<file path="src/verilog/bp_pkg.sv">
// branch predictor package
// sizes, counter codes, branch opcode fields and the program counter views

package bp_pkg;

    ////////////////////////////////////////////////////////////////////
    // sizes
    ////////////////////////////////////////////////////////////////////

    localparam int xlen       = 32;
    localparam int btb_len    = 16;
    localparam int index_bits = $clog2(btb_len);   // 4
    localparam int tag_bits   = xlen - index_bits; // 28

    ////////////////////////////////////////////////////////////////////
    // 2-bit saturating counter codes
    ////////////////////////////////////////////////////////////////////

    localparam logic [1:0] ctr_not_taken      = 2'd0;
    localparam logic [1:0] ctr_weak_not_taken = 2'd1;
    localparam logic [1:0] ctr_weak_taken     = 2'd2; // lowest taken code
    localparam logic [1:0] ctr_taken          = 2'd3;

    ////////////////////////////////////////////////////////////////////
    // instruction fields
    ////////////////////////////////////////////////////////////////////

    localparam logic [6:0] opcode_branch = 7'b1100011;

    // condition selectors in funct3
    localparam logic [2:0] funct3_beq  = 3'd0;
    localparam logic [2:0] funct3_bne  = 3'd1;
    localparam logic [2:0] funct3_blt  = 3'd4;
    localparam logic [2:0] funct3_bge  = 3'd5;
    localparam logic [2:0] funct3_bltu = 3'd6;
    localparam logic [2:0] funct3_bgeu = 3'd7;

    ////////////////////////////////////////////////////////////////////
    // program counter read as one address or as tag plus index
    ////////////////////////////////////////////////////////////////////

    typedef struct packed {
        logic [tag_bits-1:0]   tag;
        logic [index_bits-1:0] index;   // low bits select the entry
    } pc_split_t;

    typedef union packed {
        logic [xlen-1:0] raw;
        pc_split_t       split;
    } pc_addr_t;

endpackage

</file>
<file path="src/verilog/branch_decode.sv">
`timescale 1ns/1ns
// branch decode
// picks conditional branches out of decode and requests a buffer entry

module branch_decode import bp_pkg::*; (
    input  logic            decode_valid,
    input  logic [xlen-1:0] decode_pc,
    input  logic [31:0]     decode_instr,
    output logic            alloc_valid,
    output logic [xlen-1:0] alloc_pc
);

    logic [6:0] opcode;
    logic       is_branch;

    // major opcode sits in the low seven bits
    assign opcode = decode_instr[6:0];

    // only conditional branches so jumps and alu ops never
    // push an entry out of the buffer
    assign is_branch = (opcode == opcode_branch);

    always_comb begin
        alloc_valid = 1'b0;
        if (decode_valid && is_branch) begin
            alloc_valid = 1'b1;
        end
    end

    // buffer splits the address itself
    assign alloc_pc = decode_pc;

endmodule

</file>
<file path="src/verilog/btb.sv">
`timescale 1ns/1ns
// branch target buffer, direct mapped
// same-cycle lookup, allocation from decode, training from execute

module btb import bp_pkg::*; (
    input  logic            clock,
    input  logic            reset,
    input  logic            fetch_valid,
    input  logic [xlen-1:0] fetch_pc,
    input  logic            alloc_valid,
    input  logic [xlen-1:0] alloc_pc,
    input  logic            update_valid,
    input  logic [xlen-1:0] update_pc,
    input  logic            update_taken,
    input  logic [xlen-1:0] update_target,
    output logic            pred_hit,
    output logic            pred_taken,
    output logic [xlen-1:0] pred_target
);

    // entry state
    logic                busy        [btb_len];
    logic [tag_bits-1:0] tags        [btb_len];
    logic [1:0]          ctrs        [btb_len];
    logic [xlen-1:0]     targets     [btb_len];

    logic                busy_next   [btb_len];
    logic [tag_bits-1:0] tags_next   [btb_len];
    logic [1:0]          ctrs_next   [btb_len];
    logic [xlen-1:0]     targets_next[btb_len];

    pc_addr_t fetch_addr;
    pc_addr_t alloc_addr;
    pc_addr_t update_addr;

    logic fetch_match;
    logic alloc_match;
    logic update_match;

    // one step toward the outcome with both ends sticky
    function automatic logic [1:0] ctr_step(input logic [1:0] ctr, input logic taken);
        logic [1:0] result;
        result = ctr;
        case (ctr)
            ctr_not_taken:      result = taken ? ctr_weak_not_taken : ctr_not_taken;
            ctr_weak_not_taken: result = taken ? ctr_weak_taken     : ctr_not_taken;
            ctr_weak_taken:     result = taken ? ctr_taken          : ctr_weak_not_taken;
            ctr_taken:          result = taken ? ctr_taken          : ctr_weak_taken;
            default:            result = ctr_not_taken;
        endcase
        return result;
    endfunction

    assign fetch_addr.raw  = fetch_pc;
    assign alloc_addr.raw  = alloc_pc;
    assign update_addr.raw = update_pc;

    // all matches use the state before the edge
    assign fetch_match  = busy[fetch_addr.split.index]
                        && (tags[fetch_addr.split.index] == fetch_addr.split.tag);
    assign alloc_match  = busy[alloc_addr.split.index]
                        && (tags[alloc_addr.split.index] == alloc_addr.split.tag);
    assign update_match = busy[update_addr.split.index]
                        && (tags[update_addr.split.index] == update_addr.split.tag);

    //////////////////////////////////////////////////////////////////////
    // lookup
    //////////////////////////////////////////////////////////////////////

    always_comb begin
        pred_hit    = 1'b0;
        pred_taken  = 1'b0;
        pred_target = '0;
        if (fetch_valid && fetch_match) begin
            pred_hit    = 1'b1;
            pred_taken  = (ctrs[fetch_addr.split.index] >= ctr_weak_taken);
            pred_target = targets[fetch_addr.split.index];
        end
    end

    //////////////////////////////////////////////////////////////////////
    // next state, allocation then update
    //////////////////////////////////////////////////////////////////////

    always_comb begin
        busy_next    = busy;
        tags_next    = tags;
        ctrs_next    = ctrs;
        targets_next = targets;

        // empty slot or another branch living there
        if (alloc_valid && !alloc_match) begin
            busy_next[alloc_addr.split.index]    = 1'b1;
            tags_next[alloc_addr.split.index]    = alloc_addr.split.tag;
            ctrs_next[alloc_addr.split.index]    = ctr_not_taken;
            targets_next[alloc_addr.split.index] = '0;
        end

        // written last so it wins on a shared index
        if (update_valid && update_match) begin
            targets_next[update_addr.split.index] = update_target;
            ctrs_next[update_addr.split.index]    =
                ctr_step(ctrs[update_addr.split.index], update_taken);
        end
    end

    always_ff @(posedge clock) begin
        if (reset) begin
            for (int i = 0; i < btb_len; i++) begin
                busy[i]    <= 1'b0;
                tags[i]    <= '0;
                ctrs[i]    <= ctr_not_taken;
                targets[i] <= '0;
            end
        end else begin
            busy    <= busy_next;
            tags    <= tags_next;
            ctrs    <= ctrs_next;
            targets <= targets_next;
        end
    end

endmodule

</file>
<file path="src/verilog/branch_resolve.sv">
`timescale 1ns/1ns
// branch resolve
// computes direction and target in execute, trains the buffer, flags mispredicts

module branch_resolve import bp_pkg::*; (
    input  logic            ex_valid,
    input  logic [xlen-1:0] ex_pc,
    input  logic [31:0]     ex_instr,
    input  logic [xlen-1:0] ex_rs1_value,
    input  logic [xlen-1:0] ex_rs2_value,
    input  logic            ex_pred_taken,
    input  logic [xlen-1:0] ex_pred_target,
    output logic            update_valid,
    output logic [xlen-1:0] update_pc,
    output logic            update_taken,
    output logic [xlen-1:0] update_target,
    output logic            mispredict
);

    logic            is_branch;
    logic [2:0]      funct3;
    logic [xlen-1:0] imm;
    logic [xlen-1:0] target;
    logic            cond;

    assign is_branch = ex_valid && (ex_instr[6:0] == opcode_branch);
    assign funct3    = ex_instr[14:12];

    // b-type immediate with bit 0 always zero
    assign imm = {{19{ex_instr[31]}}, ex_instr[31], ex_instr[7],
                  ex_instr[30:25], ex_instr[11:8], 1'b0};

    assign target = ex_pc + imm;

    always_comb begin
        case (funct3)
            funct3_beq:  cond = (ex_rs1_value == ex_rs2_value);
            funct3_bne:  cond = (ex_rs1_value != ex_rs2_value);
            funct3_blt:  cond = ($signed(ex_rs1_value) <  $signed(ex_rs2_value));
            funct3_bge:  cond = ($signed(ex_rs1_value) >= $signed(ex_rs2_value));
            funct3_bltu: cond = (ex_rs1_value <  ex_rs2_value);
            funct3_bgeu: cond = (ex_rs1_value >= ex_rs2_value);
            default:     cond = 1'b0;   // reserved encodings fall through
        endcase
    end

    // pulse on every resolved branch so the counter sees each outcome
    assign update_valid  = is_branch;
    assign update_pc     = ex_pc;
    assign update_taken  = is_branch && cond;
    assign update_target = is_branch ? target : '0;

    always_comb begin
        mispredict = 1'b0;
        if (is_branch) begin
            if (ex_pred_taken != cond) begin
                mispredict = 1'b1;                  // wrong direction
            end else if (cond && (ex_pred_target != target)) begin
                mispredict = 1'b1;                  // stale target
            end
        end
    end

endmodule

</file>
<file path="src/verilog/bp_top.sv">
`timescale 1ns/1ns
// branch predictor top
// decode allocation, target buffer and execute resolve wired together

module bp_top import bp_pkg::*; (
    input  logic            clock,
    input  logic            reset,
    // fetch
    input  logic            fetch_valid,
    input  logic [xlen-1:0] fetch_pc,
    output logic            pred_hit,
    output logic            pred_taken,
    output logic [xlen-1:0] pred_target,
    // decode
    input  logic            decode_valid,
    input  logic [xlen-1:0] decode_pc,
    input  logic [31:0]     decode_instr,
    // execute
    input  logic            ex_valid,
    input  logic [xlen-1:0] ex_pc,
    input  logic [31:0]     ex_instr,
    input  logic [xlen-1:0] ex_rs1_value,
    input  logic [xlen-1:0] ex_rs2_value,
    input  logic            ex_pred_taken,
    input  logic [xlen-1:0] ex_pred_target,
    output logic            ex_taken,
    output logic [xlen-1:0] ex_target,
    output logic            ex_mispredict
);

    logic            alloc_valid;
    logic [xlen-1:0] alloc_pc;
    logic            update_valid;
    logic [xlen-1:0] update_pc;

    branch_decode i_branch_decode (
        .decode_valid (decode_valid),
        .decode_pc    (decode_pc),
        .decode_instr (decode_instr),
        .alloc_valid  (alloc_valid),
        .alloc_pc     (alloc_pc)
    );

    // resolved outcome doubles as the execute result
    branch_resolve i_branch_resolve (
        .ex_valid       (ex_valid),
        .ex_pc          (ex_pc),
        .ex_instr       (ex_instr),
        .ex_rs1_value   (ex_rs1_value),
        .ex_rs2_value   (ex_rs2_value),
        .ex_pred_taken  (ex_pred_taken),
        .ex_pred_target (ex_pred_target),
        .update_valid   (update_valid),
        .update_pc      (update_pc),
        .update_taken   (ex_taken),
        .update_target  (ex_target),
        .mispredict     (ex_mispredict)
    );

    btb i_btb (
        .clock         (clock),
        .reset         (reset),
        .fetch_valid   (fetch_valid),
        .fetch_pc      (fetch_pc),
        .alloc_valid   (alloc_valid),
        .alloc_pc      (alloc_pc),
        .update_valid  (update_valid),
        .update_pc     (update_pc),
        .update_taken  (ex_taken),
        .update_target (ex_target),
        .pred_hit      (pred_hit),
        .pred_taken    (pred_taken),
        .pred_target   (pred_target)
    );

endmodule

</file>
<file path="config.mk">
export PLATFORM = sky130hd
export DESIGN_NAME = bp_top
export DESIGN_NICKNAME = d
export VERILOG_FILES = /design/src/verilog/bp_pkg.sv /design/src/verilog/branch_decode.sv /design/src/verilog/btb.sv /design/src/verilog/branch_resolve.sv /design/src/verilog/bp_top.sv
export SDC_FILE = /design/constraint.sdc
export NUM_CORES = 2
export LEC_CHECK = 0
export BUFFER_PORTS_ARGS = -buffer_cell sky130_fd_sc_hd__buf_2
export CORE_AREA = 2 2 316 318
export DETAILED_ROUTE_END_ITERATION = 7
export DIE_AREA = 0 0 318 320
export GPL_TIMING_DRIVEN = 0
export PLACE_DENSITY_LB_ADDON = 0.12
export SLEW_MARGIN = 20
export SYNTH_ARGS = -nofsm -noshare
export SYNTH_HDL_FRONTEND = slang
export SYNTH_SLANG_ARGS = --single-unit
</file>
<file path="constraint.sdc">
create_clock -name clock -period 4.3 [get_ports clock]
set_input_delay 0.215 -clock clock [delete_from_list [all_inputs] [get_ports clock]]
set_output_delay 0.215 -clock clock [all_outputs]
set_load 0.02 [all_outputs]
</file>
; Word level (Yosys, flattened, before mapping)
; Index checks and enable logic that the tools add are counted.
[totals]
register_bits = 1008
output_inout_bits = 68
word_cells = 176
[classes]
addsub = 1
n_lt_le_gt_ge = 10
eq_ne = 17
n_mux = 61
n_bitwise = 8
reduce_logical = 15
[ops]
columns = cell, count
row1 = $mux 512, 2
row2 = $and 512x512->512, 1
row3 = $bwmux 512, 1
row4 = $not 512->512, 1
row5 = $bwmux 448, 1
row6 = $bmux 28 s4, 3
row7 = $demux 32 s4, 2
row8 = $mux 32, 8
row9 = $mux 28, 7
row10 = $bmux 32 s4, 1
row11 = $demux 28 s4, 1
row12 = $eq 28x28->1, 3
row13 = $ge 32x32->1, 2
row14 = $lt 32x32->1, 2
row15 = $ne 32x32->1, 2
row16 = $add 32x32->32, 1
row17 = $and 32x32->32, 1
row18 = $bwmux 32, 1
row19 = $eq 32x32->1, 1
row20 = $not 32->32, 1
row21 = $mux 2, 9
row22 = $bmux 2 s4, 2
row23 = $demux 2 s4, 2
row24 = $or 16x16->16, 1
row25 = 19 further kinds, 56

; Depth between registers and ports, before layout
[depth]
depth_word = 11
depth_mapped = 18
mapped_depth_nobuf = 12

; By module
; A second synthesis with hierarchy kept.
[hier_totals]
hier_cells = 4916
area_unflattened_um2 = 57268.7
[by_module_without_submodules]
columns = mod, n_inst, cells_each, area_per_inst_um2, seq_area_each_um2
row1 = btb, 1, 4290, 52761.9, 20179.4
row2 = branch_resolve, 1, 591, 4241.6, 0.0
row3 = branch_decode, 1, 35, 265.3, 0.0

; Worst setup path before layout
; No wires, ideal clock.
[synth_path]
path_type = in2out
startpoint = input fetch_pc[0]
endpoint = output pred_target[22]
t_arrival_ns = 3.616
t_required_ns = 4.085
path_slack_ns = 0.469
path_stages = 10
path_cell_list = clkbuf_1 -> buf_1 -> buf_1 -> mux4_2 -> mux4_2 -> xnor2_1 -> nand4_1 -> nor4_1 -> clkbuf_1 -> and3_1
[synth_via]
elab_chain_cells = 8
elab_cells_between_ends = 14
cone_classes = 1 x eq/ne / 10 x mux / 1 x bitwise / 2 x reduce/logical
[synth_lines]
columns = item, line
row1 = start: declaration, bp_top.sv:10  ; input logic [xlen-1:0] fetch_pc,
row2 = $not 4->5 (implied by the code) (*), "btb.sv:59, btb.sv:60, btb.sv:77"
row3 = $bmux 28 s4, btb.sv:60  ; && (tags[fetch_addr.split.index] == fetch_addr.split.tag);
row4 = $mux 28 (implied by the code) (2 in a row), btb.sv:60
row5 = $eq 28x28->1, btb.sv:60
row6 = $logic_and 1x1->1, btb.sv:60
row7 = $logic_and 1x1->1, btb.sv:74  ; if (fetch_valid && fetch_match) begin
row8 = $mux 32 (*), btb.sv:74
row9 = end: declaration, bp_top.sv:13  ; output logic [xlen-1:0] pred_target,
; Every way passes the cells marked *; elsewhere a longest branch is shown, timed or not. The select of a mux whose other input is x is not followed.

; Worst setup path in the final report
[layout_path]
startpoint = input ex_pc[0]
endpoint = register i_btb.targets[296] in the netlist's numbering
[layout_via]
elab_chain_cells = 8
elab_cells_between_ends = 19
cone_classes = 1 x add/sub / 2 x order compare / 1 x eq/ne / 11 x mux / 1 x bitwise / 3 x reduce/logical
[layout_lines]
columns = item, line
row1 = start: declaration, bp_top.sv:20  ; input logic [xlen-1:0] ex_pc,
row2 = $not 4->5 (implied by the code), "btb.sv:63, btb.sv:64, btb.sv:101"
row3 = $bmux 28 s4, btb.sv:64  ; && (tags[update_addr.split.index] == update_addr.split.tag);
row4 = $mux 28 (implied by the code) (2 in a row), btb.sv:64
row5 = $eq 28x28->1, btb.sv:64
row6 = $logic_and 1x1->1, btb.sv:64
row7 = $logic_and 1x1->1, btb.sv:100  ; if (update_valid && update_match) begin
row8 = $mux 512 (*), btb.sv:100
row9 = end signal: assignment, btb.sv:119  ; targets <= targets_next;
row10 = end: declaration, btb.sv:25  ; logic [xlen-1:0] targets [btb_len];
; Marks and branches as above.
; A chain may end at the register's enable or synchronous reset.

==> results.json <==
{
  "route.detailed.drc": 0,
  "compound_gate_portion_of_the_synthesized_area": 0.118,
  "fp.dieArea_sq_um": 102000,
  "synthSimpleGateAreaFrac": 0.0749,
  "global_route.usage.total": 0.446,
  "ant_nets": 0,
  "drt_wl_total_um": 231000,
  "vdd_ir_drop_max_mv": 0.343,
  "cts_max_path_buffers": 3,
  "m1WireLength_um": 79700,
  "timing.final.max_slew_violations": 0,
  "tightestPinTransition_ns": 1.33,
  "number_of_buffers_created_by_cts": 104,
  "post_synth_inst_count": 4536,
  "first_global_vias": 43000,
  "yosys_warnings": 0,
  "hold_path_depth": 3,
  "drt_first_pass_iters": 7,
  "max_slew_margin": 0.111,
  "initial_core_util": 0.548,
  "maximum_number_of_pins_on_one_net_before_global_route_repair": 21,
  "top_level_ports": 330,
  "finalHoldWorstSlack_ns": 0.0168,
  "synthTopCellsByArea": "dfxtp_1 (38%), mux4_2 (24%), mux2i_1 (9.9%), a22o_1 (8.3%), nor2_1 (3.8%)",
  "mappedNetlistArea_sq_um": 53700,
  "route.detailed.vias_per_inst": 7.03,
  "power.share.switching": 0.272,
  "synth-adder-area-share": 0.0152,
  "crit_path_start_kind": "input pin",
  "htreeDepth": 3,
  "fin_nets": 5262,
  "routabilityCongestion": 1.08,
  "clock_skew_ns": 0.0377,
  "place.port_buffers": 258,
  "finalCritPeriodShare": 1.03,
  "path_clk_slew_ns": 0.06,
  "share_comb_of_total_power": 0.112,
  "fmax_ghz": 0.227,
  "worstHoldStart": "decode_pc[30]",
  "total_length_of_routed_met2_wires_um": 100000,
  "post_synthesis_share_of_cell_area_spent_on_xor_and_xnor_gates": 0.0217,
  "finalSetupViolations": 424,
  "stdcell_area_sq_um": 62000,
  "synth-edff-count": 0,
  "crit_path_end_kind": "flop",
  "vias": 44400,
  "netlist.area_leader.share": 0.376,
  "rsz0062_at_grt": "yes",
  "fin_crit_ns": 4.41,
  "tns_ns": -19.47,
  "hp-class": "in2reg",
  "syn_nets": 4861,
  "area_growth_pct": 15.6,
  "synthMuxAreaShare": 0.341,
  "worst-r2r-setup-slack_ns": -0.08,
  "grt_antenna_before_repair": 10,
  "synth_cell_types": 86,
  "avgSynthCellArea_sq_um": 11.8,
  "timing.final.hold_violations": 0,
  "share_of_the_yosys_chip_area_belonging_to_registers": 0.376,
  "synth_common_cells": "dfxtp_1 (1008), mux4_2 (575), nor2_1 (548)",
  "dp_slack_ns": -2.38,
  "die_h_um": 320,
  "crit_arrival_ns": 5.01,
  "criticalPathCategory": "in2reg",
  "clockRootBuffer": "clkbuf_16",
  "rows": 115,
  "synth.ff_latch_count": 1008,
  "run_status": "finished with violations",
  "r2r-end": "i_btb.targets[67]",
  "coreArea_sq_um": 98000,
  "min_to": "i_btb.tags[362]",
  "required_ns": 4.90,
  "floorplan.die.width_um": 318,
  "grt-ovfl-total": 0,
  "switching_power_uw": 5790,
  "cts_tree": "yes",
  "first_pass_grt_wire_length_um": 321000,
  "yosys.cell_count.top_type": "dfxtp_1",
  "timing.max_cap.violations": 0,
  "path_max_fanout": 10,
  "postSynth.topFlopCell": "dfxtp_1",
  "clock_power_share": 0.449,
  "setup_ws_ns": -0.111,
  "clkSinkCount": 1008,
  "power.internal_uw": 15500,
  "crit_path_start": "ex_pc[0]",
  "synthArstFlopShare": 0,
  "largest_family_of_logic_cells_by_synthesized_area": "multiplexers",
  "violations": "setup timing",
  "place_hpwl_um": 169000,
  "post_route_cells_drive_above_1_share": 0.290,
  "clock_latency_reported_for_the_late_side_of_the_worst_skew_pair_ns": 0.74,
  "p_leak_uw": 0.0270,
  "yosys_top_cell_by_area": "dfxtp_1",
  "worst_r2r_startpoint": "i_btb.tags[37]",
  "highest_metal_layer_with_signal_wires": "met5",
  "routedWlPerCell_um": 36.5,
  "power.share.sequential": 0.438,
  "worst_r2r_path_depth": 14,
  "drt_iter0_drc": 6087,
  "dpl-instance-area_sq_um": 56700,
  "detailroute.wirelength.met3_um": 26500,
  "post-route-util": 0.633,
  "powerDensity_nw_per_um2": 344
}
## cell usage in the layout, fill, tap and decap left out, types with 13 or more instances in the layout
cell type      instances
xor2_1                37
clkbuf_1             194
and2_1                24
ha_1                  61
nor2_1               545
a21oi_1               76
xnor2_2               15
buf_8                 13
or4_1                 15
mux2i_1              510
clkbuf_16            107
nand2_1               82
buf_4                105
o21ai_0               29
nor3_1                13
dlygate4sd3_1         14
o2bb2ai_1             13
nand2b_1              14
clkinv_2              25
clkbuf_8              19
buf_2                323
nor4_4                15
nand4_1               35
mux2i_2               13
nand3_1               27
mux4_2               575
o22ai_1               13
and3_1                35
clkbuf_4              31
buf_12                14
dfxtp_1             1008
buf_6                 71
a22o_1               511
xnor2_1               67
inv_1                 81
clkbuf_2              32
## power groups by stage
stage | Clock (uW) | Sequential, uW | Combinational, uW
finish | 9570 | 9340 | 2390
global route | 9950 | 9330 | 2410
CTS | 9540 | 9340 | 2240
detailed placement | 0 | 9550 | 2170
global placement | 0 | 9550 | 2150
floorplan | 0 | 9550 | 1200
## worst max-delay path: stages
cell and delay (ns):
buf_6 0.15, buf_6 0.21, buf_6 0.23, inv_4 0.24, buf_6 0.38, buf_6 0.39, mux2i_2 0.61, o22ai_1 0.21
a211o_1 0.38, nor4_2 0.44, nand4_1 0.23, buf_2 0.28, o211a_1 0.25, clkbuf_4 0.23, buf_2 0.23, a22o_1 0.25
## sequential cells by signal, summed over array words and instances, names as in the netlist
name,flops
i_btb.targets,512
i_btb.tags,448
i_btb.ctrs,32
i_btb.busy,16
## logic make-up (layout without fill, tap and decap cells)
family,count (synthesis),after routing
AOI/OAI and AO/OA,773,773
xor gates and xnor gates,128,128
adders and majority gates,65,65
buffers and inverters,586,1073
DFF,1008,1008
muxes,1108,1108
other,0,10
and+or+nand+nor,868,868
## routing by layer
layer	global-route usage	vias up
met5	0	-
met4	0.383	6
met3	0.132	1030
met2	0.672	3118
met1	0.523	22100
li1	-	18200
## cell type report
| class | instances | area (sq um) |
|---|---|---|
| antenna | 10 | 25.0 |
| buffer | 489 | 3200 |
| clock buffer | 141 | 3000 |
| clock inverter | 51 | 578 |
| fill | 7933 | 36000 |
| inverter | 87 | 329 |
| multi-input combinational | 2942 | 31300 |
| sequential | 1008 | 20200 |
| tap | 1287 | 1610 |
| timing repair buffer | 305 | 1830 |
## worst max-delay path by stage
stage | cells after the start | slack (ns) | to
6_report | 16 | -0.11 | i_btb.targets[296]
5_1_grt | 16 | -0.02 | i_btb.targets[296]
4_1_cts | 14 | -0.07 | ex_mispredict
3_5_place_dp | 15 | -2.38 | i_btb.targets[145]
3_3_place_gp | 10 | -4.30 | pred_target[3]
2_1_floorplan | 10 | 0.47 | pred_target[22]
## through the flow
step | cells | total power [uW]
detailed placement | 6090 | 11700
floorplan | 4536 | 10700
finish | 6320 | 21300
global route | 6311 | 21700
CTS | 6303 | 21100
global placement | 6081 | 11700
## repair_timing
| action | in CTS | in global routing |
|---|---|---|
| setup buffers | 14 | 10 |
| endpoints found under the hold margin | 84 | 0 |
| resized for setup | 211 | 160 |
| hold buffers | 14 | 0 |
| setup endpoints to repair | 1043 | 698 |
| pin swaps | 14 | 19 |
(Power assumes the default switching activity.)
